--- config.mk ---
export PLATFORM = sky130hd
export DESIGN_NAME = wb_arbiter
export DESIGN_NICKNAME = d
export VERILOG_FILES = /design/src/design/mips_wb_pkg.sv /design/src/design/wb_arbiter.sv
export SDC_FILE = /design/constraint.sdc
export NUM_CORES = 1
export LEC_CHECK = 0
export ABC_AREA = 1
export BUFFER_PORTS_ARGS = -buffer_cell sky130_fd_sc_hd__buf_2
export CORE_MARGIN = 2
export CORE_UTILIZATION = 40
export DETAILED_ROUTE_END_ITERATION = 16
export PLACE_DENSITY = 0.77
export SETUP_SLACK_MARGIN = 0.2
export SYNTH_ARGS = -nofsm -noshare
export SYNTH_HDL_FRONTEND = slang
export SYNTH_SLANG_ARGS = --single-unit
--- constraint.sdc ---
create_clock -name clk -period 3.2 [get_ports clk]
set_input_delay 0.64 -clock clk [delete_from_list [all_inputs] [get_ports clk]]
set_output_delay 0.64 -clock clk [all_outputs]
set_load 0.05 [all_outputs]
--- src/design/mips_wb_pkg.sv ---
package mips_wb_pkg;

	parameter int RD_W = 5;	// Destination register number

	// Owner of a writeback slot
	typedef enum logic {
		SRC_ALU = 1'b0,
		SRC_MD  = 1'b1
	} wb_src_e;

	// Iterative divider sequencing
	typedef enum logic [1:0] {
		DIV_IDLE = 2'd0,	// Free for a new operation
		DIV_RUN  = 2'd1,	// One quotient bit per cycle
		DIV_FIX  = 2'd2	// Sign and zero-divisor correction
	} div_state_e;

endpackage

--- src/design/wb_arbiter.sv ---
`timescale 1ns/1ps

module wb_arbiter #(
	parameter int XLEN = 32
) (
	input  logic                         clk,
	input  logic                         rst_n,
	input  logic                         alu_req,
	input  logic [mips_wb_pkg::RD_W-1:0] alu_rd,
	input  logic [XLEN-1:0]              alu_data,
	input  logic                         alu_zero,
	input  logic                         md_req,
	input  logic [mips_wb_pkg::RD_W-1:0] md_rd,
	input  logic [XLEN-1:0]              md_data,
	input  logic                         md_zero,
	output logic                         alu_gnt,
	output logic                         md_gnt,
	output logic                         wb_valid,
	output logic [mips_wb_pkg::RD_W-1:0] wb_rd,
	output logic [XLEN-1:0]              wb_data,
	output logic                         wb_zero
);

	mips_wb_pkg::wb_src_e last_src;
	logic                 slot_free;
	logic                 pick_md;

	// No new grant while one is outstanding, so writebacks never abut
	assign slot_free = !alu_gnt && !md_gnt;
	assign pick_md   = md_req && (!alu_req || last_src == mips_wb_pkg::SRC_ALU);

	always_ff @(posedge clk) begin
		if (!rst_n) begin
			alu_gnt  <= 1'b0;
			md_gnt   <= 1'b0;
			wb_valid <= 1'b0;
			last_src <= mips_wb_pkg::SRC_MD;	// ALU wins the first tie
		end else begin
			alu_gnt  <= slot_free && alu_req && !pick_md;
			md_gnt   <= slot_free && pick_md;
			wb_valid <= alu_gnt || md_gnt;
			if (slot_free && (alu_req || md_req)) begin
				last_src <= pick_md ? mips_wb_pkg::SRC_MD : mips_wb_pkg::SRC_ALU;
			end
		end
	end

	always_ff @(posedge clk) begin
		if (alu_gnt) begin
			wb_rd   <= alu_rd;
			wb_data <= alu_data;
			wb_zero <= alu_zero;
		end else if (md_gnt) begin
			wb_rd   <= md_rd;
			wb_data <= md_data;
			wb_zero <= md_zero;
		end
	end

endmodule

# Word-level counts from Yosys, hierarchy flattened

Cells that the tools add are included.

RAM bits: 0
Memory bits (read-only): 0
Memories kept: 0
Input port bits: 80
Flip-flop bits (word level): 42
Word-level logic and storage cells: 29
Output and inout port bits: 41
Latch bits: 0

Magnitude comparators: 0
$add $sub $neg: 0
Mux-type cells: 7
Divide/modulo/power cells: 0
Multiply operators: 0
Shift operators: 0
Bitwise operators: 1
Equality and inequality tests: 0
Reduce and logical (&&, ||, !) cells: 14

Operator list:

| cell              | count |
|---|---|
| $mux 32           | 2 |
| $mux 5            | 2 |
| $logic_and 1x1->1 | 6 |
| $logic_not 1->1   | 4 |
| $logic_or 1x1->1  | 3 |
| $mux 1            | 3 |
| $reduce_bool 2->1 | 1 |
| $not 1->1         | 1 |

# Depth between registers and ports, before layout

Depth after elaboration: 5
Mapped depth: 5
Mapped depth without buffers: 5

# Least setup slack after synthesis

Ideal clock, no wire load.

Path type: register to register
From: register alu_gnt
To: register wb_data[0] (enable)
Path slack: 1.157 ns
Period minus slack after synthesis: 2.043 ns
Arrival time: 1.651 ns
Cell stages (with the launch flop): 3
Required time: 2.808 ns
Buffers on the path: 0
Library setup time: 0.392 ns
Path through: dfxtp_1 nor2_1 inv_1

Word-level cells in the longest chain between the ends: 1

RTL lines:

| item                               | RTL line         | text |
|---|---|---|
| from (decl)                        | wb_arbiter.sv:16 | `output logic alu_gnt,` |
| from (signal assigned)             | wb_arbiter.sv:39 | `alu_gnt <= slot_free && alu_req && !pick_md;` |
| $reduce_bool 2->1 (no source line) | n/a              |  |
| to (signal assigned)               | wb_arbiter.sv:51 | `wb_data <= alu_data;` |
| to (signal assigned)               | wb_arbiter.sv:55 | `wb_data <= md_data;` |
| to (decl)                          | wb_arbiter.sv:20 | `output logic [XLEN-1:0] wb_data,` |

Every way passes these cells.
A chain may end at the register's enable or synchronous reset.

# Final worst setup path

From: register alu_gnt
To: output port alu_gnt

No word-level cell between the ends.

==> impl_results.rst <==
.. list-table::
   :header-rows: 1

   * - Metric
     - Value
   * - Die boundary width
     - 70.8 um
   * - Max incr delay on CP
     - 0.84 ns
   * - Slowest cell on the critical path
     - sky130_fd_sc_hd__dfxtp_1
   * - Syn_nets
     - 260
   * - GRT Resource Usage Total
     - 0.165
   * - Worst min-delay path category
     - register to register
   * - Depth of the critical timing path with buffers and inverters included
     - 1
   * - Floorplan die height
     - 70.8 um
   * - Utilization after layout
     - 0.579
   * - CP Cell Sequence
     - buf_2
   * - IO Port Bufs
     - 120
   * - MaxCap Viol Count
     - 0
   * - CP Max Fanout
     - 24
   * - Status
     - finished, final reports clean
   * - Per-cell routed wire length
     - 11.6 um
   * - Number of antenna violations at the first check in global routing
     - 0
   * - Yosys cell types
     - 11
   * - Multi-input gate area in the final layout
     - 474 um2
   * - RSZ-0062 raised after global routing
     - false
   * - Area leader, netlist
     - sky130_fd_sc_hd__edfxtp_1
   * - Gate family responsible for the most delay along the worst path
     - flip-flops
   * - Power density relative to cell area
     - 548 nW/um2
   * - Core Rows
     - 24
   * - Remaining routing DRC violations
     - 0
   * - Sum of negative setup slack
     - 0 ns
   * - Number of nets in the layout
     - 382
   * - Placed Area
     - 2400 um2
   * - Post-synth top area share
     - 0.640
   * - Total detailed-routing wirelength
     - 4100 um
   * - Area taken by flip-flops and latches
     - 1220 um2
   * - Post-placement worst setup slack
     - 1.32 ns
   * - Setup bufs post-CTS
     - 0
   * - Source-to-sink clock delay at the later pin of the worst-skew pair
     - 0.29 ns
   * - TritonCTS clock tree
     - done
   * - Full die area
     - 5010 um2
   * - Hold buffers post-CTS
     - 0
   * - Synthesized area divided by synthesized cell count
     - 9.91 um2
   * - Largest cells by area after synthesis
     - sky130_fd_sc_hd__edfxtp_1, sky130_fd_sc_hd__nand2_1, sky130_fd_sc_hd__dfxtp_1
   * - Achievable frequency
     - 463 MHz
   * - Number of cells produced by synthesis
     - 180
   * - CTS H-tree depth
     - 2
   * - Largest voltage drop on the vdd net
     - 0.000375 V
   * - Wire length of the first global-routing pass
     - 6490 um
   * - Finish-stage setup viols
     - 0
   * - Cell at the root of the clock tree
     - sky130_fd_sc_hd__clkbuf_8
   * - Relative max-transition margin
     - 0.470
   * - Nature of the critical path endpoint
     - output pin
   * - Worst-case clock skew
     - 0.00564 ns
   * - Yosys reg bits
     - 42
   * - Worst Hold Path Cells
     - 2
   * - Area added between synthesis and finish
     - 40.4%
   * - Number of buffers and inverters on the critical path
     - 1
   * - Detail-routed via count per cell
     - 4.46
   * - CTS-repair resized insts
     - 0
   * - Time the final worst path needs with I/O delays and setup
     - 2.16 ns
   * - ANT cells
     - 0
   * - Count of cells along the worst register-to-register path
     - 3
   * - Filler Cell Count
     - 413
   * - Grt ovf
     - 0
   * - Leak pwr
     - 1.31 nW
   * - Count of warnings emitted by yosys
     - 0
   * - CP startpoint kind
     - register
   * - Max-slew violation count
     - 0
   * - Data arrival, critical path
     - 1.52 ns
   * - Via count
     - 1578
   * - Violation count after the first detailed-route iteration
     - 119
   * - Largest buffer count on any clock path
     - 2
   * - Final period utilization
     - 0.674
   * - Proportion of layout cells with a drive suffix above 1
     - 0.430
   * - Worst setup margin
     - 1.04 ns
   * - Slew at the pin closest to its max-slew limit
     - 0.794 ns
   * - Sequential area share after synthesis
     - 0.684
   * - Worst-path clk slew
     - 0.07 ns
   * - Critical path class
     - register to output pin
   * - Post-DP HPWL
     - 3030 um
   * - Antenna violation net count after detailed routing
     - 0
   * - Worst endpoint required time
     - 2.56 ns
   * - Finished Cell Area
     - 2500 um2
   * - Count of TritonRoute iterations in the first routing pass
     - 4
   * - Maximum number of pins on one net before global-route repair
     - 39
   * - Core area
     - 4320 um2
   * - TritonCTS Buffers
     - 5
   * - Number of sinks on the clock net
     - 42
   * - Num ports
     - 121
   * - Via count of the first global-routing pass
     - 1511
   * - Number of hold violations in the final report
     - 0
   * - Mapped cell area
     - 1780 um2
   * - Effective utilization at floorplan
     - 0.413
   * - Weighted congestion at the end of routability-driven global placement
     - 0.768
[layout by cell type (no fill, tap or decap)]
master	instances
sky130_fd_sc_hd__a21oi_1	1
sky130_fd_sc_hd__bufinv_16	1
sky130_fd_sc_hd__nand2_1	118
sky130_fd_sc_hd__nor2_1	3
sky130_fd_sc_hd__inv_1	4
sky130_fd_sc_hd__dfxtp_1	4
sky130_fd_sc_hd__buf_2	120
sky130_fd_sc_hd__edfxtp_1	38
sky130_fd_sc_hd__nand3_1	3
sky130_fd_sc_hd__inv_2	1
sky130_fd_sc_hd__clkbuf_8	5
sky130_fd_sc_hd__buf_4	3
sky130_fd_sc_hd__clkinv_1	1
[metrics by stage]
stage | total power, mW | std cells | hold WS (ns)
2_1_floorplan | 0.893 | 180 | 0.428
4_1_cts | 1.39 | 354 | 0.481
3_3_place_gp | 0.982 | 347 | 0.445
5_1_grt | 1.44 | 354 | 0.529
3_5_place_dp | 0.990 | 347 | 0.462
6_report | 1.37 | 354 | 0.474
[cell families after synthesis]
kind of cell / Yosys count / synth area share
AND/OR/NAND/NOR: 124 / 0.263
flip-flops: 42 / 0.684
AO/OA/AOI/OAI: 1 / 0.00280
buffers and inverters: 13 / 0.0498
[registers in the layout, summed over array words and instances, names as in the netlist]
name      flops
wb_zero       1
wb_rd         5
wb_data      32
last_src      1
md_gnt        1
alu_gnt       1
wb_valid      1
[cells in the mapped netlist]
| library cell | instances |
|---|---|
| sky130_fd_sc_hd__nand3_1 | 3 |
| sky130_fd_sc_hd__buf_4 | 2 |
| sky130_fd_sc_hd__edfxtp_1 | 38 |
| sky130_fd_sc_hd__buf_6 | 4 |
| sky130_fd_sc_hd__buf_2 | 2 |
| sky130_fd_sc_hd__inv_2 | 1 |
| sky130_fd_sc_hd__inv_1 | 4 |
| sky130_fd_sc_hd__dfxtp_1 | 4 |
| sky130_fd_sc_hd__nor2_1 | 3 |
| sky130_fd_sc_hd__a21oi_1 | 1 |
| sky130_fd_sc_hd__nand2_1 | 118 |
[power breakdown]
part           internal, mW  leakage (nW)  total (mW)  switching [mW]
Clock                 0.226        0.0517       0.399           0.173
Sequential            0.654         0.390       0.668          0.0139
Combinational        0.0835         0.869       0.305           0.221
[layer usage]
layer / wire [um] / vias up / GRT usage
li1: - / 812 / -
met1: 1600 / 672 / 0.182
met2: 1940 / 87 / 0.293
met3: 495 / 7 / 0.0570
met4: 64 / 0 / 0.0629
met5: 0 / - / 0
[layout make-up]
| class | instances | share of cell area |
|---|---|---|
| timing repair buffer | 123 | 0.249 |
| inverter | 5 | 0.00749 |
| tap | 52 | 0.0260 |
| multi-input combinational | 125 | 0.189 |
| clock inverter | 2 | 0.0135 |
| sequential | 42 | 0.488 |
| clock buffer | 5 | 0.0275 |
[final timing paths]
kind	endpoint	from	slack (ns)
setup reg to reg	wb_data[18]$_DFFE_PP_	alu_gnt$_SDFF_PN0_	1.38
hold reg to reg	last_src$_SDFFE_PN1P_	last_src$_SDFFE_PN1P_	0.47
hold / removal	last_src$_SDFFE_PN1P_	last_src$_SDFFE_PN1P_	0.47
setup / recovery	alu_gnt	alu_gnt$_SDFF_PN0_	1.04
Power figures use the tool's default switching activity.
